--- src/tcdm_cfg.svh ---
// --------------------
// build-time sizes of the tcdm subsystem, pulled in by the package and rtl files
// --------------------

`ifndef TCDM_CFG_SVH
`define TCDM_CFG_SVH

`define TCDM_NB_BANKS   4                          // banks, and ports per side
`define TCDM_BANK_WORDS 64                         // words in each bank
`define TCDM_DATA_W     32                         // word width in bits
`define TCDM_ID_W       4                          // transaction id width
`define TCDM_ADDR_W     $clog2(`TCDM_BANK_WORDS)   // word address inside a bank

// axi byte address of the arbiter control register
`define TCDM_CTRL_ADDR  32'h0000_0000

`endif

--- src/tcdm_pkg.sv ---
// --------------------
// shared types of the tcdm subsystem
// memory port structs, arbiter control word and axi4-lite channels
// --------------------

`include "tcdm_cfg.svh"

package tcdm_pkg;

  // one memory request, held by the initiator until gnt
  typedef struct packed {
    logic                      req;
    logic                      wen;   // 1 = read, 0 = write
    logic [`TCDM_ADDR_W-1:0]   add;   // word address within the bank
    logic [`TCDM_DATA_W/8-1:0] be;
    logic [`TCDM_DATA_W-1:0]   data;
    logic [`TCDM_ID_W-1:0]     id;
  } tcdm_req_t;

  typedef struct packed {
    logic                    gnt;      // same cycle as req
    logic                    r_valid;  // one cycle after gnt, reads and writes alike
    logic [`TCDM_DATA_W-1:0] r_data;
    logic [`TCDM_ID_W-1:0]   r_id;
  } tcdm_rsp_t;

  // field view of the control word, bit 0 upwards
  typedef struct packed {
    logic [22:0] pad;                 // reads back as zero
    logic [7:0]  low_prio_max_stall;  // 0 disables the starvation guard
    logic        invert_prio;         // 1 makes acc the high side
  } arb_ctrl_t;

  // same 32 bits, raw for the bus and fields for the arbiter
  typedef union packed {
    logic [31:0] raw;
    arb_ctrl_t   f;
  } ctrl_reg_u;

  typedef struct packed {
    logic [31:0] aw_addr;
    logic        aw_valid;
    logic [31:0] w_data;
    logic [3:0]  w_strb;
    logic        w_valid;
    logic        b_ready;
    logic [31:0] ar_addr;
    logic        ar_valid;
    logic        r_ready;
  } axil_req_t;

  typedef struct packed {
    logic        aw_ready;
    logic        w_ready;
    logic [1:0]  b_resp;
    logic        b_valid;
    logic        ar_ready;
    logic [31:0] r_data;
    logic [1:0]  r_resp;
    logic        r_valid;
  } axil_rsp_t;

  localparam logic [1:0] AXI_RESP_OKAY   = 2'b00;
  localparam logic [1:0] AXI_RESP_SLVERR = 2'b10;

endpackage

--- src/tcdm_bank.sv ---
// --------------------
// one sram bank, byte-enabled writes, read data one cycle after the grant
// --------------------

`timescale 1ns/1ps

`include "tcdm_cfg.svh"

module tcdm_bank (
  input  logic                    clk_i,
  input  logic                    rst_ni,
  input  tcdm_pkg::tcdm_req_t     req,
  output logic                    gnt,
  output logic [`TCDM_DATA_W-1:0] r_data
);

  localparam int unsigned WORDS = `TCDM_BANK_WORDS;
  localparam int unsigned NB_BE = `TCDM_DATA_W / 8;

  logic [`TCDM_DATA_W-1:0] mem_q [WORDS];

  // single port, never busy
  assign gnt = req.req;

  always_ff @(posedge clk_i)
  begin
    if (req.req)
    begin
      if (req.wen)
      begin
        r_data <= mem_q[req.add];  // read path
      end
      else
      begin
        for (int b = 0; b < NB_BE; b++)
        begin
          if (req.be[b])
            mem_q[req.add][8*b +: 8] <= req.data[8*b +: 8];
        end
      end
    end
  end

  // depth may be a non power of two
  assert property (@(posedge clk_i) disable iff (!rst_ni)
    req.req |-> (req.add < WORDS))
    else $error("bank address %0d out of range", req.add);

endmodule

--- config.mk ---
export PLATFORM = sky130hd
export DESIGN_NAME = tcdm_bank
export DESIGN_NICKNAME = d
export VERILOG_FILES = /design/src/tcdm_pkg.sv /design/src/tcdm_bank.sv
export VERILOG_INCLUDE_DIRS = /design/src /design/src/src
export SDC_FILE = /design/constraint.sdc
export NUM_CORES = 2
export LEC_CHECK = 0
export ABC_AREA = 1
export BUFFER_PORTS_ARGS = -buffer_cell sky130_fd_sc_hd__buf_2
export CELL_PAD_IN_SITES_DETAIL_PLACEMENT = 1
export CELL_PAD_IN_SITES_GLOBAL_PLACEMENT = 1
export CORE_MARGIN = 2
export CORE_UTILIZATION = 30
export DETAILED_ROUTE_END_ITERATION = 8
export HOLD_SLACK_MARGIN = 0.08
export PLACE_DENSITY = 0.54
export SLEW_MARGIN = 20
export SYNTH_ARGS = -nofsm -noshare
export SYNTH_HDL_FRONTEND = slang
export SYNTH_SLANG_ARGS = --single-unit
--- constraint.sdc ---
create_clock -name clk_i -period 2.8 [get_ports clk_i]
set_input_delay 0.28 -clock clk_i [delete_from_list [all_inputs] [get_ports clk_i]]
set_output_delay 0.28 -clock clk_i [all_outputs]
set_load 0.02 [all_outputs]
==> results.py <==
metrics = {
    "power_and_ir_drop": {
        "cellLeakagePower_nw": 42.74,
        "seq_power_share_pct": 50.9,
        "power_density_mw_per_mm2": 654.3,
        "swShare_pct": 23.33,
        "p_int_mw": 51.88,
        "combPwrFrac_pct": 6.4,
        "vdd_ir_drop_max_uv": 537.7,
        "power_mw": 67.67,
        "power.switching_mw": 15.79,
        "p_clk_share_pct": 42.7,
    },
    "sta": {
        "drv_slew": 0,
        "tightestPinTransition_ns": 1.122,
        "setup_ws_ns": 0.5063,
        "fmaxAchievable_ghz": 0.4360,
        "rsz0062_at_grt": "false",
        "final.min_clock_period_ns": 2.294,
        "whs_ns": 0.1147,
        "hold_viol": 0,
        "final.setup.tns_ns": 0,
        "setup-violations-final": 0,
        "min_period_over_period_pct": 81.92,
        "clock-skew-final_ns": 0.08386,
        "slew_headroom_pct": 24.95,
    },
    "die": {
        "start_util_pct": 30.20,
        "die_w_microns": 545.8,
        "die_h_microns": 545.8,
        "fp.dieArea_sq_mm": 0.2979,
        "coreArea_sq_mm": 0.2916,
        "ios": 83,
        "rows": 198,
    },
    "cts": {
        "cts_resized": 0,
        "post_cts_buffers": 0,
        "cts_tree": "done",
        "cts-root-buf": "clkbuf_16",
        "clockBufferDepth": 4,
        "cts.sinks": 2080,
        "insertion_delay_ns": 0.89,
        "path_clk_slew_ns": 0.06,
        "numCtsBuffers": 234,
        "h-tree-depth": 4,
    },
    "synth": {
        "synth_top_family_by_area": "simple AND/OR/NAND/NOR gates",
        "synthCells": 8728,
        "syn-cell-area_sq_mm": 0.08807,
        "avgSynthCellArea_sq_um": 10.09,
        "yosys.area_share.simple_pct": 26.32,
        "yosysWarnings": 0,
        "ys_types": 19,
        "ys_seq_area_share_pct": 70.92,
        "synth_seq_cells": 2080,
        "synthMuxAreaShare_pct": 0,
        "yosys.area_share.adder_pct": 0,
        "synth-compound-area-share_pct": 0.08240,
        "synthXorXnorAreaFrac_pct": 0,
        "syn_nets": 8778,
    },
    "final_layout": {
        "stdcell_count": 13210,
        "areaGrowthSynthToFinish_pct": 17.43,
        "finish.utilization_pct": 35.47,
        "design_area_sq_mm": 0.1034,
        "drive_gt1_share_pct": 9.916,
        "nNetsFinal": 9174,
    },
    "global_routing": {
        "antenna_found_initial": 18,
        "grt_first_pass_wirelength_mm": 431.8,
        "first_global_vias": 63300,
        "grt_overflow": 0,
        "grt_max_degree": 150,
        "grt_usage_pct": 19.54,
    },
    "placed_design": {
        "place_inst": 12760,
        "port_buffers": 77,
        "hpwlAfterDp_mm": 190.4,
        "post-place-ws_ns": -0.2642,
        "place_congestion": 0.8018,
        "place_area_sq_mm": 0.09611,
    },
    "detailed_routing": {
        "wl_per_cell_microns": 22.33,
        "wirelength_mm": 294.9,
        "vias": 61160,
        "dr_wl_met2_mm": 139.3,
        "ant_nets": 0,
        "top_layer": "met5",
        "via_per_inst": 4.631,
        "wl_met3_mm": 12.64,
        "drc": 0,
        "drtPass1Iterations": 5,
        "drt_iter0_markers": 4369,
        "routedLengthMet1_mm": 134.5,
    },
    "setup_path": {
        "cp.arrival_ns": 2.72,
        "cp-start-kind": "input port",
        "path_class": "in -> reg",
        "worstRegToRegCells": 10,
        "worstPathRequired_ns": 3.23,
        "path_max_fanout": 21,
        "crit_path_end_kind": "flop",
    },
    "min_path": {
        "min_path_cells": 2,
        "hp-class": "in -> reg",
    },
    "status": {
        "status": "finished clean",
    },
    "run": {
        "maxCapViolations": 0,
    },
}
synthesized netlist by cell type, drive strengths merged:
library cell	n	area, sq um
inv	25	98.84
o211ai	5	37.54
buf	326	1778
nor3	8	40.04
nor2	339	1300
clkbuf	128	480.5
or2	6	37.54
nand2	5793	21740
nand3	11	55.05
edfxtp	2080	62460
o21ai	7	35.03
registers in the layout (all words and copies together), names as in the netlist:
signal  flops
mem_q    2048
r_data     32
layer usage:
layer,GRT usage [%],vias to the layer above
met2,32.65,1110
met5,0,-
met3,2.346,376
met1,26.76,30720
met4,5.232,4
li1,-,28950
worst max-delay path: stages:
cell	delay, ns
dlygate4sd3_1	0.52
buf_2	0.12
inv_1	0.24
nand3_4	0.49
nor2_1	0.99
layout by cell type (no fill, tap or decap), drive strengths merged, types with 8 or more instances in the layout:
| master | synthesis | final |
|---|---|---|
| buf | 326 | 589 |
| bufinv | 0 | 13 |
| clkbuf | 128 | 277 |
| clkinv | 0 | 111 |
| diode | 0 | 9 |
| dlygate4sd3 | 0 | 25 |
| edfxtp | 2080 | 2080 |
| inv | 25 | 27 |
| nand2 | 5793 | 5793 |
| nand3 | 11 | 11 |
| nor2 | 339 | 339 |
| nor3 | 8 | 8 |
final cells by class:
class                           instances  area, sq um
Antenna cell                            9        22.52
Inverter                               25        133.9
Clock inverter                        133        991.0
Multi-Input combinational cell       6169        23360
Timing Repair Buffer                  614         5535
Tap cell                             3900         4880
Clock buffer                          277         6038
Sequential cell                      2080        62460
Fill cell                           32480       188200
power groups by stage:
stage / Clock, mW / Sequential (mW) / Combinational, mW
CTS: 29.7 / 34.4 / 4.46
finish: 28.9 / 34.4 / 4.35
floorplan: 0 / 35.1 / 2.19
global placement: 0 / 35.1 / 4.35
global route: 30.7 / 34.4 / 4.86
detailed placement: 0 / 35.1 / 4.41
final timing paths:
kind	from	endpoint	slack, ns
min	req[4]	mem_q[18][0]	0.11
max reg2reg	mem_q[7][28]	r_data[28]	0.95
max	req[46]	mem_q[7][26]	0.51
min reg2reg	mem_q[23][30]	r_data[30]	0.78
what timing repair did:
action	in CTS	in global routing
hold buffers	25	0
setup endpoints to repair	0	0
hold endpoints to repair	934	0
cells by family (layout without fill, tap and decap cells):
| logic type | Yosys count | after routing |
|---|---|---|
| flops | 2080 | 2080 |
| other cells | 0 | 9 |
| buf+inv | 479 | 1049 |
| compound gates | 12 | 12 |
| simple gates | 6157 | 6157 |
No activity file was read; power rests on OpenSTA's default activity.
