## src/tcdm_cfg.svh

```systemverilog
// --------------------
// build-time sizes of the tcdm subsystem, pulled in by the package and rtl files
// --------------------

`ifndef TCDM_CFG_SVH
`define TCDM_CFG_SVH

`define TCDM_NB_BANKS   4                          // banks, and ports per side
`define TCDM_BANK_WORDS 64                         // words in each bank
`define TCDM_DATA_W     32                         // word width in bits
`define TCDM_ID_W       4                          // transaction id width
`define TCDM_ADDR_W     $clog2(`TCDM_BANK_WORDS)   // word address inside a bank

// axi byte address of the arbiter control register
`define TCDM_CTRL_ADDR  32'h0000_0000

`endif

```

## src/tcdm_pkg.sv

```systemverilog
// --------------------
// shared types of the tcdm subsystem
// memory port structs, arbiter control word and axi4-lite channels
// --------------------

`include "tcdm_cfg.svh"

package tcdm_pkg;

  // one memory request, held by the initiator until gnt
  typedef struct packed {
    logic                      req;
    logic                      wen;   // 1 = read, 0 = write
    logic [`TCDM_ADDR_W-1:0]   add;   // word address within the bank
    logic [`TCDM_DATA_W/8-1:0] be;
    logic [`TCDM_DATA_W-1:0]   data;
    logic [`TCDM_ID_W-1:0]     id;
  } tcdm_req_t;

  typedef struct packed {
    logic                    gnt;      // same cycle as req
    logic                    r_valid;  // one cycle after gnt, reads and writes alike
    logic [`TCDM_DATA_W-1:0] r_data;
    logic [`TCDM_ID_W-1:0]   r_id;
  } tcdm_rsp_t;

  // field view of the control word, bit 0 upwards
  typedef struct packed {
    logic [22:0] pad;                 // reads back as zero
    logic [7:0]  low_prio_max_stall;  // 0 disables the starvation guard
    logic        invert_prio;         // 1 makes acc the high side
  } arb_ctrl_t;

  // same 32 bits, raw for the bus and fields for the arbiter
  typedef union packed {
    logic [31:0] raw;
    arb_ctrl_t   f;
  } ctrl_reg_u;

  typedef struct packed {
    logic [31:0] aw_addr;
    logic        aw_valid;
    logic [31:0] w_data;
    logic [3:0]  w_strb;
    logic        w_valid;
    logic        b_ready;
    logic [31:0] ar_addr;
    logic        ar_valid;
    logic        r_ready;
  } axil_req_t;

  typedef struct packed {
    logic        aw_ready;
    logic        w_ready;
    logic [1:0]  b_resp;
    logic        b_valid;
    logic        ar_ready;
    logic [31:0] r_data;
    logic [1:0]  r_resp;
    logic        r_valid;
  } axil_rsp_t;

  localparam logic [1:0] AXI_RESP_OKAY   = 2'b00;
  localparam logic [1:0] AXI_RESP_SLVERR = 2'b10;

endpackage

```

## src/tcdm_resp_router.sv

```systemverilog
// --------------------
// returns each bank's delayed response to the side that won it
// --------------------

`timescale 1ns/1ps

`include "tcdm_cfg.svh"

module tcdm_resp_router #(
  parameter int unsigned NB_CHAN = `TCDM_NB_BANKS
) (
  input  logic                    clk_i,
  input  logic                    rst_ni,
  input  tcdm_pkg::tcdm_req_t     bank_req [NB_CHAN],
  input  logic [NB_CHAN-1:0]      bank_gnt,
  input  logic [NB_CHAN-1:0]      core_won,
  input  logic [`TCDM_DATA_W-1:0] r_data   [NB_CHAN],
  output tcdm_pkg::tcdm_rsp_t     core_rsp [NB_CHAN],
  output tcdm_pkg::tcdm_rsp_t     acc_rsp  [NB_CHAN],
  input  logic [NB_CHAN-1:0]      core_gnt,
  input  logic [NB_CHAN-1:0]      acc_gnt
);

  logic [NB_CHAN-1:0]    vld_q;   // access granted last cycle
  logic [NB_CHAN-1:0]    core_q;  // and core was the winner
  logic [NB_CHAN-1:0]    rd_q;    // it was a read
  logic [`TCDM_ID_W-1:0] id_q [NB_CHAN];

  always_ff @(posedge clk_i or negedge rst_ni)
  begin
    if (!rst_ni)
    begin
      vld_q  <= '0;
      core_q <= '0;
    end
    else
    begin
      vld_q  <= bank_gnt;
      core_q <= core_won;
    end
  end

  for (genvar i = 0; i < NB_CHAN; i++)
  begin : g_route
    always_ff @(posedge clk_i)
    begin
      rd_q[i] <= bank_req[i].wen;
      id_q[i] <= bank_req[i].id;
    end

    always_comb
    begin
      core_rsp[i].gnt     = core_gnt[i];
      core_rsp[i].r_valid = vld_q[i] & core_q[i];
      core_rsp[i].r_data  = rd_q[i] ? r_data[i] : '0;  // write acks carry no data
      core_rsp[i].r_id    = id_q[i];
      acc_rsp[i].gnt      = acc_gnt[i];
      acc_rsp[i].r_valid  = vld_q[i] & ~core_q[i];
      acc_rsp[i].r_data   = rd_q[i] ? r_data[i] : '0;
      acc_rsp[i].r_id     = id_q[i];
    end

    // an acc grant answers on the acc side only, one cycle later
    assert property (@(posedge clk_i) disable iff (!rst_ni)
      acc_gnt[i] |=> acc_rsp[i].r_valid && !core_rsp[i].r_valid)
      else $error("acc response lost on bank %0d", i);

    // a core grant answers on the core side only, one cycle later
    assert property (@(posedge clk_i) disable iff (!rst_ni)
      core_gnt[i] |=> core_rsp[i].r_valid && !acc_rsp[i].r_valid)
      else $error("core response lost on bank %0d", i);
  end

endmodule

```

## config.mk

```make
export PLATFORM = sky130hd
export DESIGN_NAME = tcdm_resp_router
export DESIGN_NICKNAME = d
export VERILOG_FILES = /design/src/tcdm_pkg.sv /design/src/tcdm_resp_router.sv
export VERILOG_INCLUDE_DIRS = /design/src /design/src/src
export SDC_FILE = /design/constraint.sdc
export NUM_CORES = 1
export LEC_CHECK = 0
export ABC_AREA = 1
export BUFFER_PORTS_ARGS = -buffer_cell sky130_fd_sc_hd__buf_4
export CORE_AREA = 2 2 248 250
export CTS_BUF_LIST = sky130_fd_sc_hd__clkbuf_2
export DETAILED_ROUTE_END_ITERATION = 10
export DIE_AREA = 0 0 250 252
export PLACE_DENSITY = 0.37
export SYNTH_ARGS = -nofsm -noshare
export SYNTH_HDL_FRONTEND = slang
export SYNTH_SLANG_ARGS = --single-unit
```

## constraint.sdc

```tcl
create_clock -name clk_i -period 1.2 [get_ports clk_i]
set_input_delay 0.24 -clock clk_i [delete_from_list [all_inputs] [get_ports clk_i]]
set_output_delay 0.24 -clock clk_i [all_outputs]
set_load 0.05 [all_outputs]
```

==> impl_metrics.tcl, run 1 <==
set metrics [dict create \
    die_width_um 250 \
    crit_arrival_ns 1.69 \
    setup_viol 296 \
    yosys_warnings 0 \
    num_rows 90 \
    viasPerCell 2.44 \
    slowest_delay_ns 0.58 \
    cp_slowest_cell "dfxtp_4" \
    portBuffers 453 \
    diodes 0 \
    ys_types 7 \
    via_count 3908 \
    drtPass1Iterations 4 \
    hpwl_mm 16.9 \
    p_sw_uw 3590 \
    combPwrFrac_pct 75.9 \
    seq_power_share_pct 15.8 \
    avgRoutedWirePerCell_um 13.2 \
    post-route-drc-count 0 \
    p_per_area_nw_per_um2 661 \
    die_h_um 252 \
    relSlewSlack_pct 70.0 \
    max_freq_mhz 519 \
    syn_inst 464 \
    cts_tree "yes" \
    fin_ws_ns -0.727 \
    ys_ff_latch 28 \
    start_util_pct 4.82 \
    period_minus_slack_ns 1.93 \
    layout.nets 1156 \
    crit_path_start_kind "flop" \
    min_from "core_won[2]" \
    crit_chain "buf_12 > buf_6 > nand2_4 > clkinvlp_4 > buf_8" \
    grt_max_degree 19 \
    wirelength_mm 21.1 \
    htree_levels 1 \
    maxCapViolations 0 \
    track_usage_pct 6.24 \
    p_leak_uw 0.00433 \
    power_frac_clock_pct 8.3 \
    hold_class "primary input to flop" \
    ant_nets 0 \
    clock_sinks 28 \
    crit_start "rd_q[3]$_DFF_P_" \
    worst_pin_slew_ns 0.450 \
    p_int_uw 3050 \
    grt_pass1_wl_mm 28.2 \
    die_area_um2 63000 \
    drive_gt1_share_pct 93.6 \
    peakVddDrop_uv 347 \
    final_max_slew_viol_count 0 \
    cp.required_ns 0.96 \
    cts-buffers-inserted 3 \
    finalHoldViolCount 0 \
    coreArea_um2 60100 \
    status "complete, but fails checks" \
    gp_congestion 0.758 \
    overflow 0 \
    grt_pass1_vias 4249 \
    ios 642 \
    critPathKind "flop to output pin" \
    clock-root-buffer "clkbuf_2" \
    drt-initial-drc-count 91 \
    min_period_over_period_pct 161 \
    final_util_pct 16.7 \
    setup.worst_path.end_class "output pin" \
    clockBufferDepth 2 \
    antenna_found_initial 1 \
    avgSynthCellArea_um2 6.25 \
    synth-seq-area-share_pct 20.7 \
    fin_hold_ws_ns 0.296 \
    clk_pin_slew_ns 0.45 \
    syn_to_final_growth_pct 247 \
    rsz0062_at_grt "yes" \
    cp_max_fo 6 \
    switching_share_pct 54.1 \
    syn_nets 802 \
    violations "negative setup slack" \
    synth_area_um2 2900 \
]
-- routing by layer --
layer	global-route usage, %	share of wire [%]	vias to the layer above
met3	2.54	10	10
met2	11.7	52	315
met1	6.73	36	1762
li1	-	-	1819
met5	0	0.062	-
met4	0.701	1.4	2
-- worst max-delay path: cells and delay by family (launching register included) --
| family | cells | cell delay [ns] |
|---|---|---|
| flip-flops | 1 | 0.58 |
| buffers and inverters | 4 | 0.54 |
| AND/OR/NAND/NOR | 1 | 0.04 |
-- state kept, by name, summed over array words and instances (netlist names) --
| register | flops |
|---|---|
| rd_q | 4 |
| vld_q | 4 |
| id_q | 16 |
| core_q | 4 |
-- final cells by class --
type	count	area (um2)
clock inverters	1	3.75
fillers	6652	50100
repair buffers	513	5960
multi-input cells	136	1430
inverters	136	991
well taps	782	978
clock buffers	3	15.0
flip-flops and latches	28	676
-- power groups by stage --
stage	logic [uW]	registers [uW]	clock network (uW)
floorplan	3110	1130	0
global placement	4000	1060	0
detailed placement	4000	1060	0
CTS	4920	1060	699
global route	5220	1060	696
finish	5040	1050	551
-- logic make-up (layout without fill, tap and decap cells) --
| family | after synthesis | count (layout) | synth area share [%] |
|---|---|---|---|
| and+or+nand+nor | 136 | 136 | 17.6 |
| DFF | 28 | 28 | 20.7 |
| buffers and inverters | 300 | 653 | 61.7 |
-- placed cells by master, fill, tap and decap left out --
| master | Yosys | final |
|---|---|---|
| clkbuf_2 | 0 | 3 |
| dfrtp_1 | 8 | 8 |
| nor2_2 | 0 | 4 |
| buf_8 | 0 | 139 |
| buf_4 | 152 | 161 |
| buf_16 | 0 | 3 |
| nand2_2 | 0 | 12 |
| buf_12 | 0 | 27 |
| clkinv_1 | 0 | 1 |
| buf_6 | 12 | 152 |
| dlygate4sd3_1 | 0 | 30 |
| inv_1 | 136 | 4 |
| nand2_4 | 0 | 106 |
| nand2_8 | 0 | 5 |
| clkbuf_16 | 0 | 1 |
| inv_2 | 0 | 4 |
| nand2_1 | 132 | 9 |
| dfxtp_4 | 0 | 20 |
| clkinvlp_4 | 0 | 128 |
-- synth_stat cells, drive strengths merged --
library cell	n	area [um2]
buf	164	1280
dfxtp	20	400
dfrtp	8	200
inv	136	510
nor2	4	15.0
nand2	132	495
-- metrics by stage --
step / instances / power, uW / area [um2] / setup TNS, ns / setup WS (ns)
CTS: 1598 / 6670 / 9640 / -220.18 / -0.893
floorplan: 464 / 4240 / 4600 / -13.32 / -0.186
finish: 1599 / 6640 / 10000 / -170.96 / -0.727
detailed placement: 1551 / 5060 / 7190 / -3.61 / -0.0681
global placement: 1551 / 5060 / 7190 / -3.18 / -0.0657
global route: 1599 / 6970 / 10000 / -225.01 / -0.910
-- what timing repair did --
| item | 4_1_cts | 5_1_grt |
|---|---|---|
| pin swaps | 4 | 8 |
| resized for setup | 519 | 112 |
| hold endpoints to repair | 36 | 0 |
| setup endpoints to repair | 296 | 296 |
| hold buffers | 30 | 0 |
| gates cloned | 4 | 1 |
| buffers inserted | 9 | 3 |
-- path summary, 6_finish.rpt --
path	cells past startpoint	slack, ns	to
min in group asynchronous	3	0.60	core_q[3]$_DFF_PN0_
max in group asynchronous	3	0.32	vld_q[3]$_DFF_PN0_
max	5	-0.73	acc_rsp[26]
min	2	0.30	core_q[2]$_DFF_PN0_
Note: power is estimated with default switching activity, not from simulation.
==> inputs of run 2 (changes only) <==
--- a/config.mk
+++ b/config.mk
@@ -8,11 +8,11 @@
 export LEC_CHECK = 0
 export ABC_AREA = 1
 export BUFFER_PORTS_ARGS = -buffer_cell sky130_fd_sc_hd__buf_4
-export CORE_AREA = 2 2 248 250
+export CORE_AREA = 2 2 252 254
 export CTS_BUF_LIST = sky130_fd_sc_hd__clkbuf_2
 export DETAILED_ROUTE_END_ITERATION = 10
-export DIE_AREA = 0 0 250 252
-export PLACE_DENSITY = 0.37
+export DIE_AREA = 0 0 254 256
+export PLACE_DENSITY = 0.36
 export SYNTH_ARGS = -nofsm -noshare
 export SYNTH_HDL_FRONTEND = slang
 export SYNTH_SLANG_ARGS = --single-unit
==> constraint.sdc (replaced) <==
create_clock -name clk_i -period 2.25 [get_ports clk_i]
set_input_delay 0.45 -clock clk_i [delete_from_list [all_inputs] [get_ports clk_i]]
set_output_delay 0.45 -clock clk_i [all_outputs]
set_load 0.05 [all_outputs]
==> run 2 against run 1 <==
Compared with the run above:
- the flow now finishes without violations
- highest routed layer unchanged
- sequential cell count did not move
- utilization fell by 6.3 points
- die area rose by 3.2%
- sequential power fell by 48%
- wire length fell by 12%
- critical path type unchanged
- via count fell by 6.7%
==> impl_metrics.tcl, run 2 (synthesis gave the netlist of run 1 again) <==
set metrics [dict create \
    grt_max_degree 33 \
    peakVddDrop_uv 187 \
    coreArea_um2 62400 \
    relSlewSlack_pct 69.7 \
    setup.worst_path.end_class "output pin" \
    cts-buffers-inserted 3 \
    drive_gt1_share_pct 59.0 \
    track_usage_pct 5.20 \
    post-route-drc-count 0 \
    gp_congestion 0.760 \
    grt_pass1_vias 3711 \
    setup_viol 0 \
    via_count 3645 \
    switching_share_pct 58.0 \
    htree_levels 1 \
    largest_reg_flops 16 \
    die_width_um 254 \
    layout.nets 1130 \
    cp_max_fo 32 \
    crit_arrival_ns 1.63 \
    critPathKind "flop to output pin" \
    drt-initial-drc-count 67 \
    power_frac_clock_pct 10.9 \
    final_max_slew_viol_count 0 \
    maxCapViolations 0 \
    stdcell_count 1637 \
    wirelength_mm 18.5 \
    overflow 0 \
    period_minus_slack_ns 2.08 \
    start_util_pct 4.64 \
    cp.required_ns 1.80 \
    dpl.cell_count 1603 \
    largest-register "id_q" \
    seq_power_share_pct 19.5 \
    avgRoutedWirePerCell_um 11.3 \
    diodes 0 \
    crit_path_start_kind "flop" \
    viasPerCell 2.23 \
    cts_tree "yes" \
    final-seq-area_um2 606 \
    num_rows 92 \
    die_h_um 256 \
    postPlaceCellArea_um2 6120 \
    syn_to_final_growth_pct 125 \
    fillers 7337 \
    hpwl_mm 16.4 \
    worst_pin_slew_ns 0.454 \
    p_int_uw 1180 \
    combPwrFrac_pct 69.7 \
    clockBufferDepth 2 \
    ant_nets 0 \
    p_sw_uw 1630 \
    p_per_area_nw_per_um2 431 \
    portBuffers 453 \
    layout_commonest_cell "buf_4" \
    clk_pin_slew_ns 0.45 \
    die_area_um2 65000 \
    min_period_over_period_pct 92.3 \
    ios 642 \
    antenna_found_initial 4 \
    finalHoldViolCount 0 \
    grt_pass1_wl_mm 23.7 \
    hold_class "primary input to async pin" \
    status "complete, no violations" \
    clock_sinks 28 \
    multi_input_area_um2 513 \
    p_leak_uw 0.00406 \
    design_area_um2 6510 \
    power_uw 2810 \
    max_freq_mhz 481 \
    final_cell_mix "447 x buf_4, 135 x inv_1, 131 x nand2_1" \
    drtPass1Iterations 4 \
    clock-root-buffer "clkbuf_2" \
]
-- run 2: cell types whose count changed in the layout (fill, tap and decap cells not counted), moves of 16 or more --
| cell | change |
|---|---|
| inv_1 | +131 |
| buf_12 | -23 |
| dfxtp_1 | +16 |
| nand2_4 | -106 |
| buf_6 | -145 |
| clkinvlp_4 | -128 |
| nand2_1 | +122 |
| buf_8 | -139 |
| buf_4 | +286 |
| dfxtp_4 | -20 |
-- run 2: area by class of cell --
| cell class | instances | share of cell area [%] |
|---|---|---|
| timing repair buffer | 487 | 58.4 |
| tap | 846 | 16.3 |
| sequential | 28 | 9.30 |
| multi-input combinational | 136 | 7.88 |
| inverter | 136 | 7.84 |
| clock buffer | 3 | 0.231 |
| clock inverter | 1 | 0.0576 |
-- run 2: timing repair --
item	CTS	global route
buffers inserted	1	0
hold buffers	29	0
setup endpoints to repair	113	46
resized for setup	9	13
hold endpoints to repair	36	0
-- run 2: final timing paths --
path                            startpoint             endpoint  depth (start not counted)
worst max-delay path       rd_q[1]$_DFF_P_          acc_rsp[82]                          4
max in group asynchronous           rst_ni  core_q[2]$_DFF_PN0_                          2
min in group clk_i           bank_req[144]   id_q[0][0]$_DFF_P_                          2
worst min-delay path                rst_ni  core_q[1]$_DFF_PN0_                          2
-- run 2: per-stage QoR --
stage	TNS, ns	utilization [%]	setup slack [ns]	hold slack, ns
after floorplan	0	-	0.605	0.154
after global placement	0	9.81	0.682	0.331
after detailed placement	0	9.81	0.669	0.335
after CTS	-0.0252	10.4	-0.0129	0.0821
after global routing	-0.00589	10.4	-0.00589	0.0853
final	0	10.4	0.173	0.206
-- run 2: power by group through the flow --
stage                     Sequential (uW)  Combinational [uW]  Clock, uW
final                                 547                1950        305
after global routing                  552                2040        365
after CTS                             548                1970        364
after detailed placement              551                1920          0
after global placement                552                1920          0
after floorplan                       605                1340          0
-- run 2: metal layers --
layer  track usage (%)  vias up  share of wire [%]
met3              2.29       22                 13
met1              5.16     1511                 36
met4              1.32        4                2.6
met2              9.75      363                 48
li1                  -     1745                  -
met5                 0        -              0.092
-- run 2: critical path, stage by stage (launching register included) --
cell     delay [ns]
dfxtp_2        0.45
buf_12         0.17
nand2_1        0.12
inv_1          0.15
buf_6          0.19
