File: config.mk
export PLATFORM = sky130hd
export DESIGN_NAME = tcdm_ctrl_axil
export DESIGN_NICKNAME = d
export VERILOG_FILES = /design/src/tcdm_pkg.sv /design/src/tcdm_ctrl_axil.sv
export VERILOG_INCLUDE_DIRS = /design/src /design/src/src
export SDC_FILE = /design/constraint.sdc
export NUM_CORES = 1
export LEC_CHECK = 0
export BUFFER_PORTS_ARGS = -buffer_cell sky130_fd_sc_hd__buf_2
export CAP_MARGIN = 20
export CORE_ASPECT_RATIO = 0.9
export CORE_MARGIN = 4
export CORE_UTILIZATION = 30
export CTS_CLUSTER_SIZE = 40
export DETAILED_ROUTE_END_ITERATION = 6
export PLACE_DENSITY = 0.71
export SLEW_MARGIN = 20
export SYNTH_ARGS = -nofsm -noshare
export SYNTH_HDL_FRONTEND = slang
export SYNTH_SLANG_ARGS = --single-unit
File: constraint.sdc
create_clock -name clk_i -period 1.75 [get_ports clk_i]
set_input_delay 0.175 -clock clk_i [delete_from_list [all_inputs] [get_ports clk_i]]
set_output_delay 0.175 -clock clk_i [all_outputs]
set_load 0.01 [all_outputs]
File: src/tcdm_cfg.svh
// --------------------
// build-time sizes of the tcdm subsystem, pulled in by the package and rtl files
// --------------------

`ifndef TCDM_CFG_SVH
`define TCDM_CFG_SVH

`define TCDM_NB_BANKS   4                          // banks, and ports per side
`define TCDM_BANK_WORDS 64                         // words in each bank
`define TCDM_DATA_W     32                         // word width in bits
`define TCDM_ID_W       4                          // transaction id width
`define TCDM_ADDR_W     $clog2(`TCDM_BANK_WORDS)   // word address inside a bank

// axi byte address of the arbiter control register
`define TCDM_CTRL_ADDR  32'h0000_0000

`endif

File: src/tcdm_pkg.sv
// --------------------
// shared types of the tcdm subsystem
// memory port structs, arbiter control word and axi4-lite channels
// --------------------

`include "tcdm_cfg.svh"

package tcdm_pkg;

  // one memory request, held by the initiator until gnt
  typedef struct packed {
    logic                      req;
    logic                      wen;   // 1 = read, 0 = write
    logic [`TCDM_ADDR_W-1:0]   add;   // word address within the bank
    logic [`TCDM_DATA_W/8-1:0] be;
    logic [`TCDM_DATA_W-1:0]   data;
    logic [`TCDM_ID_W-1:0]     id;
  } tcdm_req_t;

  typedef struct packed {
    logic                    gnt;      // same cycle as req
    logic                    r_valid;  // one cycle after gnt, reads and writes alike
    logic [`TCDM_DATA_W-1:0] r_data;
    logic [`TCDM_ID_W-1:0]   r_id;
  } tcdm_rsp_t;

  // field view of the control word, bit 0 upwards
  typedef struct packed {
    logic [22:0] pad;                 // reads back as zero
    logic [7:0]  low_prio_max_stall;  // 0 disables the starvation guard
    logic        invert_prio;         // 1 makes acc the high side
  } arb_ctrl_t;

  // same 32 bits, raw for the bus and fields for the arbiter
  typedef union packed {
    logic [31:0] raw;
    arb_ctrl_t   f;
  } ctrl_reg_u;

  typedef struct packed {
    logic [31:0] aw_addr;
    logic        aw_valid;
    logic [31:0] w_data;
    logic [3:0]  w_strb;
    logic        w_valid;
    logic        b_ready;
    logic [31:0] ar_addr;
    logic        ar_valid;
    logic        r_ready;
  } axil_req_t;

  typedef struct packed {
    logic        aw_ready;
    logic        w_ready;
    logic [1:0]  b_resp;
    logic        b_valid;
    logic        ar_ready;
    logic [31:0] r_data;
    logic [1:0]  r_resp;
    logic        r_valid;
  } axil_rsp_t;

  localparam logic [1:0] AXI_RESP_OKAY   = 2'b00;
  localparam logic [1:0] AXI_RESP_SLVERR = 2'b10;

endpackage

File: src/tcdm_ctrl_axil.sv
// --------------------
// axi4-lite slave with the arbiter control register
// single register, other addresses answer SLVERR
// --------------------

`timescale 1ns/1ps

`include "tcdm_cfg.svh"

module tcdm_ctrl_axil (
  input  logic                clk_i,
  input  logic                rst_ni,
  input  tcdm_pkg::axil_req_t axil_req,
  output tcdm_pkg::axil_rsp_t axil_rsp,
  output tcdm_pkg::arb_ctrl_t ctrl
);

  import tcdm_pkg::*;

  localparam logic [31:0] CTRL_ADDR = `TCDM_CTRL_ADDR;

  ctrl_reg_u   ctrl_q;      // the register itself
  ctrl_reg_u   ctrl_d;
  logic        wr_fire;     // aw and w taken together
  logic        rd_fire;
  logic        wr_hit;
  logic        rd_hit;
  logic        wr_pend_q;   // commit staged write next edge
  logic [31:0] wr_data_q;
  logic [3:0]  wr_strb_q;
  logic        b_valid_q;
  logic [1:0]  b_resp_q;
  logic        r_valid_q;
  logic [1:0]  r_resp_q;
  logic [31:0] r_data_q;

  // word compare, byte offset ignored
  assign wr_hit = (axil_req.aw_addr[31:2] == CTRL_ADDR[31:2]);
  assign rd_hit = (axil_req.ar_addr[31:2] == CTRL_ADDR[31:2]);

  assign wr_fire = axil_req.aw_valid & axil_req.w_valid & ~b_valid_q;
  assign rd_fire = axil_req.ar_valid & ~r_valid_q;

  // staged word merged by strobe, pad forced back to zero
  always_comb
  begin
    ctrl_d = ctrl_q;
    for (int b = 0; b < 4; b++)
    begin
      if (wr_strb_q[b])
        ctrl_d.raw[8*b +: 8] = wr_data_q[8*b +: 8];
    end
    ctrl_d.f.pad = '0;
  end

  always_ff @(posedge clk_i or negedge rst_ni)
  begin
    if (!rst_ni)
    begin
      ctrl_q    <= '0;
      wr_pend_q <= 1'b0;
      b_valid_q <= 1'b0;
      b_resp_q  <= AXI_RESP_OKAY;
      r_valid_q <= 1'b0;
      r_resp_q  <= AXI_RESP_OKAY;
    end
    else
    begin
      wr_pend_q <= wr_fire & wr_hit;  // misses are dropped here
      if (wr_pend_q)
        ctrl_q <= ctrl_d;             // arbiter sees it the cycle after bvalid

      if (wr_fire)
      begin
        b_valid_q <= 1'b1;
        b_resp_q  <= wr_hit ? AXI_RESP_OKAY : AXI_RESP_SLVERR;
      end
      else if (axil_req.b_ready)
      begin
        b_valid_q <= 1'b0;
      end

      if (rd_fire)
      begin
        r_valid_q <= 1'b1;
        r_resp_q  <= rd_hit ? AXI_RESP_OKAY : AXI_RESP_SLVERR;
      end
      else if (axil_req.r_ready)
      begin
        r_valid_q <= 1'b0;
      end
    end
  end

  always_ff @(posedge clk_i)
  begin
    if (wr_fire)
    begin
      wr_data_q <= axil_req.w_data;
      wr_strb_q <= axil_req.w_strb;
    end
    if (rd_fire)
      r_data_q <= rd_hit ? ctrl_q.raw : 32'd0;
  end

  always_comb
  begin
    axil_rsp.aw_ready = wr_fire;  // both channels accepted in one beat
    axil_rsp.w_ready  = wr_fire;
    axil_rsp.b_valid  = b_valid_q;
    axil_rsp.b_resp   = b_resp_q;
    axil_rsp.ar_ready = ~r_valid_q;
    axil_rsp.r_valid  = r_valid_q;
    axil_rsp.r_resp   = r_resp_q;
    axil_rsp.r_data   = r_data_q;
  end

  assign ctrl = ctrl_q.f;

  assert property (@(posedge clk_i) disable iff (!rst_ni)
    axil_rsp.b_valid && !axil_req.b_ready |=> axil_rsp.b_valid && $stable(axil_rsp.b_resp))
    else $error("bvalid dropped before bready");

endmodule

==> results of run 1 <==
power groups by stage:
stage                     logic [W]  registers (W)  clock network (W)
after global routing       0.000241       0.000898           0.000604
after global placement     0.000209       0.000910                  0
after detailed placement   0.000212       0.000912                  0
after CTS                  0.000214       0.000895           0.000568
after floorplan            0.000172       0.000918                  0
final                      0.000215       0.000895           0.000537
cells by family (layout without fill, tap and decap cells):
kind of cell | after synthesis | after routing
AO/OA/AOI/OAI | 4 | 4
AND/OR/NAND/NOR | 36 | 36
other | 1 | 48
buffers and inverters | 57 | 116
flip-flops | 34 | 34
multiplexers | 9 | 9
synth_stat cells, types with 2 or more instances:
cell type	instances	area, µm²
edfxtp_1	20	601
and4_1	2	17.5
and3_1	9	56.3
nor2_1	3	11.3
nand2_1	2	7.51
nor4_1	14	87.6
buf_4	54	405
nand4_1	2	12.5
mux2_2	9	101
inv_1	3	11.3
dfrtp_1	14	350
worst reg2reg max path, cell delays in order (launching register included):
cell and delay, ps:
dfrtp_1 400, nand3b_1 250, inv_1 190, buf_4 210
registers in the layout (all words and copies together) (netlist names):
name,count
r_valid_q,1
b_valid_q,1
wr_strb_q,2
ctrl,9
wr_pend_q,1
b_resp_q,1
r_resp_q,1
r_data_q,9
wr_data_q,9
metrics by stage:
stage	total power, W	utilization	hold WS [ps]
2_1_floorplan	0.00109	-	-121
3_3_place_gp	0.00112	0.388	97.1
3_5_place_dp	0.00112	0.388	92.5
4_1_cts	0.00168	0.405	53.7
5_1_grt	0.00174	0.405	56.7
6_report	0.00165	0.405	64.2
worst min-delay path by stage:
stage | from | end | slack, ps | cells past startpoint
4_1_cts | axil_req[0] | r_valid_q | 50 | 2
6_report | axil_req[34] | b_valid_q | 60 | 2
3_3_place_gp | rst_ni | r_valid_q | 100 | 1
2_1_floorplan | rst_ni | b_resp_q[1] | -120 | 0
3_5_place_dp | rst_ni | r_valid_q | 90 | 1
5_1_grt | axil_req[40] | wr_data_q[0] | 60 | 1
final cells by class:
| type | count | area [µm²] |
|---|---|---|
| clock buffer | 5 | 68.8 |
| multi-input combinational | 97 | 527 |
| tap | 67 | 83.8 |
| fill | 545 | 3220 |
| sequential | 34 | 951 |
| clock inverter | 3 | 16.3 |
| timing repair buffer | 105 | 536 |
| inverter | 3 | 11.3 |
routing by layer:
metal	vias to the layer above	track usage	wire length (µm)
met2	56	0.172	1960
met5	-	0	0
met4	0	0.0368	44
met3	8	0.0402	397
li1	611	-	-
met1	518	0.112	1240
==> impl_metrics.tcl, run 1 <==
set metrics [dict create \
    syn-cell-area_um2 1720 \
    io_buffers 102 \
    p_per_area_nw_per_um2 751 \
    cts_tree "done" \
    r2r_start "b_valid_q" \
    synth-xor-area-share 0 \
    globalplace.congestion 0.693 \
    max_cap_violations 0 \
    synth_cell_types 20 \
    pre_cts_slack_ps 417 \
    p_int_w 0.00125 \
    ir_drop_v 0.000263 \
    reg2reg_depth 3 \
    critPathCaptureType "output pin" \
    cp.arrival_ps 1260 \
    synth_compound_area_frac 0.0160 \
    hold_path.class "input port to flop" \
    synth_simple_gate_area_frac 0.127 \
    vias 1193 \
    setup_viol 0 \
    final-hold-violation-count 0 \
    grt.overflow.total 0 \
    cp_cell_sequence "nand3b_1 > inv_1 > buf_2" \
    synthFlopType "edfxtp_1" \
    dp_hpwl_um 3180 \
    grtUsageTotal 0.100 \
    syn-mean-instance-area_um2 12.2 \
    path_max_fanout 5 \
    critPathCapture "axil_rsp[39]" \
    placed_area_um2 2100 \
    critPathSlowestCell "dfrtp_1" \
    fp-row-count 25 \
    die-area_um2 7000 \
    fin_skew_ps 5.12 \
    cts_buffers 5 \
    timing_worst_setup_path_type "flop to output pin" \
    maxSlewViolCount 0 \
    worstSetupStartpoint "b_valid_q" \
    clkSlewWorstSetupHoldPaths_ps 70 \
    rsz0062_at_grt "no" \
    reg2reg_to "wr_data_q[4]" \
    critPathMaxStageDelay_ps 400 \
    most-common-layout-cells "102 x buf_2, 48 x conb_1, 20 x edfxtp_1" \
    ys_ff_latch 34 \
    grt_pass1_vias 1135 \
    cpLargestDelayFamily "flip-flops" \
    fp.dieH_um 79.8 \
    clockRootBuffer "clkbuf_8" \
    grt_max_degree 15 \
    status "finished, final reports clean" \
    die_w_um 87.8 \
    cts_hold_buf 1 \
    clkPwrFrac 0.326 \
    drtIter0Drc 44 \
    postCtsSetupRepairBufs 0 \
    crit_cells 3 \
    areaGrowthSynthToFinish_pct 27.7 \
    antenna_found_initial 0 \
    pin_count 180 \
    diodes 0 \
    period_needed_ps 1440 \
    initial_core_util 0.317 \
    syn-instance-count 141 \
    grt_pass1_wl_um 5380 \
    seq_area_frac_synth 0.554 \
    coreArea_um2 5410 \
    synth_edf_count 20 \
    cts_resized 0 \
    switchingPower_w 0.000398 \
    fin_cells 314 \
    max_freq_ghz 0.695 \
    synth_mux_area_frac 0.0590 \
    worstPathRequired_ps 1570 \
    layout_commonest_cell "buf_2" \
    leakagePower_nw 1.16 \
    drive_gt1_frac 0.486 \
    post_drt_wl_per_cell_um 11.6 \
    cts_buffer_depth 2 \
    pwr-share-comb 0.131 \
    setup_slack_ps 311 \
    yosysWarnings 0 \
    final_area_um2 2190 \
    drc 0 \
    place_inst 305 \
    crit_buf_inv 2 \
    power.share.switching 0.242 \
    finalNetCount 353 \
    synth_adder_area_share 0 \
    wirelength_um 3650 \
    antenna_left 0 \
    min_period_over_period 0.822 \
    async_reset_ff_frac 0.412 \
    r2r_slack_ps 410 \
    crit_path_start_kind "flop" \
    avgViaCountPerCell 3.80 \
    tns_ps 0 \
    htree_levels 2 \
    clkLatencyLatePin_ps 280 \
    firstDrtPassIters 4 \
    cts.sinks 34 \
    pwr-share-seq 0.543 \
    synth_top_family_by_area "buffers and inverters" \
]
(Power assumes the default switching activity.)
==> run 2: changes to the inputs <==
- PLACE_DENSITY: 0.71 -> 0.73
- clock period: 1.75 -> 1.3 ns (I/O delays scaled with it)
==> impl_metrics.tcl, run 2 (synthesis results as in run 1) <==
set metrics [dict create \
    status "finished, final reports clean" \
    die-area_um2 7000 \
    drc 0 \
    hold_end "b_valid_q" \
    period_needed_ps 1210 \
    cts_buffers 5 \
    finalNetCount 357 \
    diodes 0 \
    setup_slack_ps 88.4 \
    path_max_fanout 3 \
    finalPower_w 0.00239 \
    min_period_over_period 0.932 \
    maxSlewViolCount 0 \
    antenna_left 0 \
    firstDrtPassIters 4 \
    wirelength_um 3780 \
    crit_path_start_kind "flop" \
    grtUsageTotal 0.105 \
    r2r_slack_ps 100 \
    timing_worst_setup_path_type "flop to output pin" \
    fp-row-count 25 \
    cts.sinks 34 \
    most-common-layout-cells "100 x buf_2, 48 x conb_1, 20 x edfxtp_1" \
    min_from "axil_req[34]" \
    p_per_area_nw_per_um2 1060 \
    r2r_start "b_valid_q" \
    pre_cts_slack_ps 44.1 \
    vias 1236 \
    fp.dieH_um 79.8 \
    final-hold-violation-count 0 \
    drtIter0Drc 18 \
    hold_path.class "input port to flop" \
    cp.arrival_ps 1080 \
    cts_buffer_depth 2 \
    rsz0062_at_grt "yes" \
    layout_commonest_cell "buf_2" \
    fin_skew_ps 3.78 \
    drive_gt1_frac 0.502 \
    antenna_found_initial 0 \
    grt.overflow.total 0 \
    pin_count 180 \
    clockRootBuffer "clkbuf_8" \
    htree_levels 2 \
    critPathCaptureType "output pin" \
    clkLatencyLatePin_ps 280 \
    areaGrowthSynthToFinish_pct 31.6 \
    avgViaCountPerCell 3.89 \
    clkSlewWorstSetupHoldPaths_ps 60 \
    leakagePower_nw 1.19 \
    cts_tree "done" \
    max_cap_violations 0 \
    reg2reg_depth 3 \
    grt_max_degree 15 \
    io_buffers 102 \
    die_w_um 87.8 \
    grt_pass1_wl_um 5640 \
    grt_pass1_vias 1248 \
    post_drt_wl_per_cell_um 11.9 \
    dp_hpwl_um 3220 \
    reg2reg_to "wr_data_q[2]" \
    coreArea_um2 5410 \
    hold_path_depth 2 \
    max_freq_ghz 0.825 \
    worstPathRequired_ps 1170 \
    setup_viol 0 \
    initial_core_util 0.317 \
    globalplace.congestion 0.693 \
    ir_drop_v 0.000553 \
]
-- run 2: cell count changes in the layout (fill, tap and decap cells not counted) --
cell / previous run / this run
clkbuf_8: 5 / 8
clkinvlp_4: 1 / 0
inv_1: 3 / 2
buf_6: 0 / 2
inv_2: 0 / 1
clkinv_2: 1 / 0
buf_4: 2 / 6
clkinv_1: 1 / 0
buf_2: 102 / 100
-- run 2: where the power goes --
group / leakage [nW] / switching (W) / internal, W
clock: 0.0575 / 0.000342 / 0.000534
combinational: 0.764 / 0.000172 / 0.000134
sequential: 0.372 / 0.0000116 / 0.00119
total: 1.19 / 0.000525 / 0.00186
-- run 2: timing repair --
item	4_1_cts	5_1_grt
hold endpoints to repair	14	0
setup endpoints to repair	2	13
setup buffers	2	0
resized for setup	1	2
hold buffers	1	0
cloned	0	0
pin swaps	0	0
-- run 2: worst max-delay path by stage --
stage,from,to,depth (start not counted)
6_report,b_valid_q,axil_rsp[39],3
5_1_grt,b_valid_q,axil_rsp[39],3
4_1_cts,b_valid_q,axil_rsp[40],4
3_5_place_dp,axil_req[28],r_data_q[5],4
3_3_place_gp,axil_req[4],r_data_q[2],4
2_1_floorplan,r_valid_q,r_data_q[0],1
-- run 2: final cells by class --
type | instances | area, µm²
Inverter | 3 | 11.3
Tap cell | 67 | 83.8
Clock buffer | 8 | 110
Multi-Input combinational cell | 97 | 527
Sequential cell | 34 | 951
Fill cell | 547 | 3150
Timing Repair Buffer | 109 | 578
-- run 2: stage by stage --
step	std cells	area [µm²]	TNS, ps	utilization	hold slack, ps
3_5_place_dp	308	2130	0	0.394	60.7
5_1_grt	318	2260	-6.83	0.418	5.82
6_report	318	2260	0	0.418	20.4
4_1_cts	319	2270	-6.36	0.419	5.64
3_3_place_gp	308	2130	0	0.394	57.4
2_1_floorplan	188	1890	0	-	-166
-- run 2: worst max-delay path, stage by stage, from the launching register on --
cell and delay (ps):
dfrtp_1 380, nand3b_1 190, inv_2 120, buf_6 110
-- run 2: metal layers --
metal / part of all wire / up-vias / wire [µm] / track usage
met5: 0 / - / 0 / 0
met4: 0.011 / 0 / 42 / 0.0368
met3: 0.097 / 7 / 365 / 0.0382
met2: 0.55 / 58 / 2060 / 0.190
met1: 0.35 / 551 / 1310 / 0.112
li1: - / 620 / - / -
==> run 3: changes to the inputs <==
- CORE_ASPECT_RATIO: 0.9 -> 0.8
==> impl_metrics.tcl, run 3 (synthesis results as in run 1) <==
set metrics [dict create \
    pin_count 180 \
    seqCellArea_um2 951 \
    fp.dieH_um 75.7 \
    min_period_over_period 0.957 \
    grt.overflow.total 0 \
    leakagePower_nw 1.21 \
    clkSlewWorstSetupHoldPaths_ps 70 \
    busiest_layer "met2" \
    timing.hold.ws_ps 22.2 \
    pre_cts_slack_ps 74.1 \
    period_needed_ps 1240 \
    fp-row-count 24 \
    htree_levels 2 \
    maxSlewViolCount 0 \
    cpLargestDelayFamily "flip-flops" \
    met2_usage 0.174 \
    timing_worst_setup_path_type "flop to flop" \
    cp.arrival_ps 1410 \
    avgViaCountPerCell 3.79 \
    cts_buffer_depth 2 \
    clockRootBuffer "clkbuf_8" \
    nFillCells 522 \
    setup_viol 0 \
    use_met1 0.106 \
    initial_core_util 0.313 \
    firstDrtPassIters 4 \
    cts.sinks 34 \
    antenna_found_initial 0 \
    p_per_area_nw_per_um2 1150 \
    vias 1254 \
    final-hold-violation-count 0 \
    crit_buf_inv 2 \
    post_drt_wl_per_cell_um 11.3 \
    status "finished, final reports clean" \
    cp_cell_sequence "nand3b_1 > buf_4 > buf_4 > o31a_1" \
    max_freq_ghz 0.804 \
    path_max_fanout 4 \
    crit_path_start_kind "flop" \
    coreArea_um2 5500 \
    critPathMaxStageDelay_ps 380 \
    hold_path.class "input port to flop" \
    finalNetCount 359 \
    grtUsageTotal 0.0981 \
    grt_pass1_vias 1119 \
    critPathCaptureType "flop" \
    dp_hpwl_um 3160 \
    cts_tree "done" \
    fin_skew_ps 3.75 \
    globalplace.congestion 0.704 \
    grt_max_degree 15 \
    io_buffers 102 \
    clkLatencyLatePin_ps 280 \
    wirelength_um 3750 \
    max_cap_violations 0 \
    grt_pass1_wl_um 5180 \
    antenna_left 0 \
    drtIter0Drc 31 \
    layout_commonest_cell "buf_2" \
    ir_drop_v 0.000418 \
    worstPathRequired_ps 1470 \
    setup_slack_ps 56.4 \
    diodes 0 \
    die_w_um 92.6 \
    met3_usage 0.0375 \
    multi_input_area_um2 527 \
    critPathSlowestCell "dfrtp_1" \
    die-area_um2 7010 \
    drive_gt1_frac 0.498 \
    path_common_cell "buf_4" \
    areaGrowthSynthToFinish_pct 35.2 \
    cts_buffers 5 \
    drc 0 \
    most-common-layout-cells "100 x buf_2, 48 x conb_1, 20 x edfxtp_1" \
]
run 3: changes by cell type in the layout (fill, tap and decap cells not counted):
cell / change
clkbuf_8: -3
clkinv_4: +1
dlygate4sd3_1: +2
bufinv_16: +2
run 3: where the power goes:
group | switching, W | internal, W | total (W)
combinational | 0.000173 | 0.000145 | 0.000318
clock | 0.000381 | 0.000768 | 0.00115
sequential | 0.0000106 | 0.00119 | 0.00120
run 3: worst reg2reg max path: cells and delay by family, from the launching register on:
kind | cells | cell delay, ps
AOI/OAI and AO/OA | 1 | 290
DFF | 1 | 380
and+or+nand+nor | 1 | 190
buffers and inverters | 2 | 280
run 3: what timing repair did:
item                       4_1_cts  5_1_grt
hold buffers                     1        2
hold endpoints to repair        14        2
gates resized for setup          1        2
setup buffers                    2        2
pin swaps                        0        0
setup endpoints to repair        2       13
run 3: per-stage QoR:
step / setup TNS [ps] / cell area [µm²] / std cells / utilization / power [W]
finish: 0 / 2320 / 331 / 0.423 / 0.00267
CTS: 0 / 2290 / 328 / 0.418 / 0.00269
global placement: 0 / 2130 / 317 / 0.388 / 0.00151
global route: -6.13 / 2320 / 331 / 0.423 / 0.00279
floorplan: 0 / 1890 / 188 / - / 0.00147
detailed placement: 0 / 2130 / 317 / 0.388 / 0.00152
run 3: metal layers:
metal	up-vias	wire length (µm)
met3	2	366
met2	59	2080
li1	622	-
met4	0	27
met5	-	0
met1	571	1270
run 3: worst paths after layout:
check | cells after the start | slack [ps] | to | from
worst max-delay path | 4 | 60 | b_resp_q[1] | b_valid_q
worst min-delay path | 1 | 20 | wr_data_q[3] | axil_req[43]
worst max register to register | 4 | 60 | b_resp_q[1] | b_valid_q
worst min register to register | 1 | 470 | ctrl[5] | wr_data_q[5]
max in group asynchronous | 2 | 760 | ctrl[5] | rst_ni
min in group asynchronous | 2 | 280 | b_resp_q[1] | rst_ni
run 3: final cells by class:
type                       instances  share of cell area
inverter                           3             0.00485
tap                               78              0.0420
multi-input combinational         97               0.227
timing repair buffer             111               0.258
clock buffer                       5              0.0296
sequential                        34               0.409
clock inverter                     3              0.0296
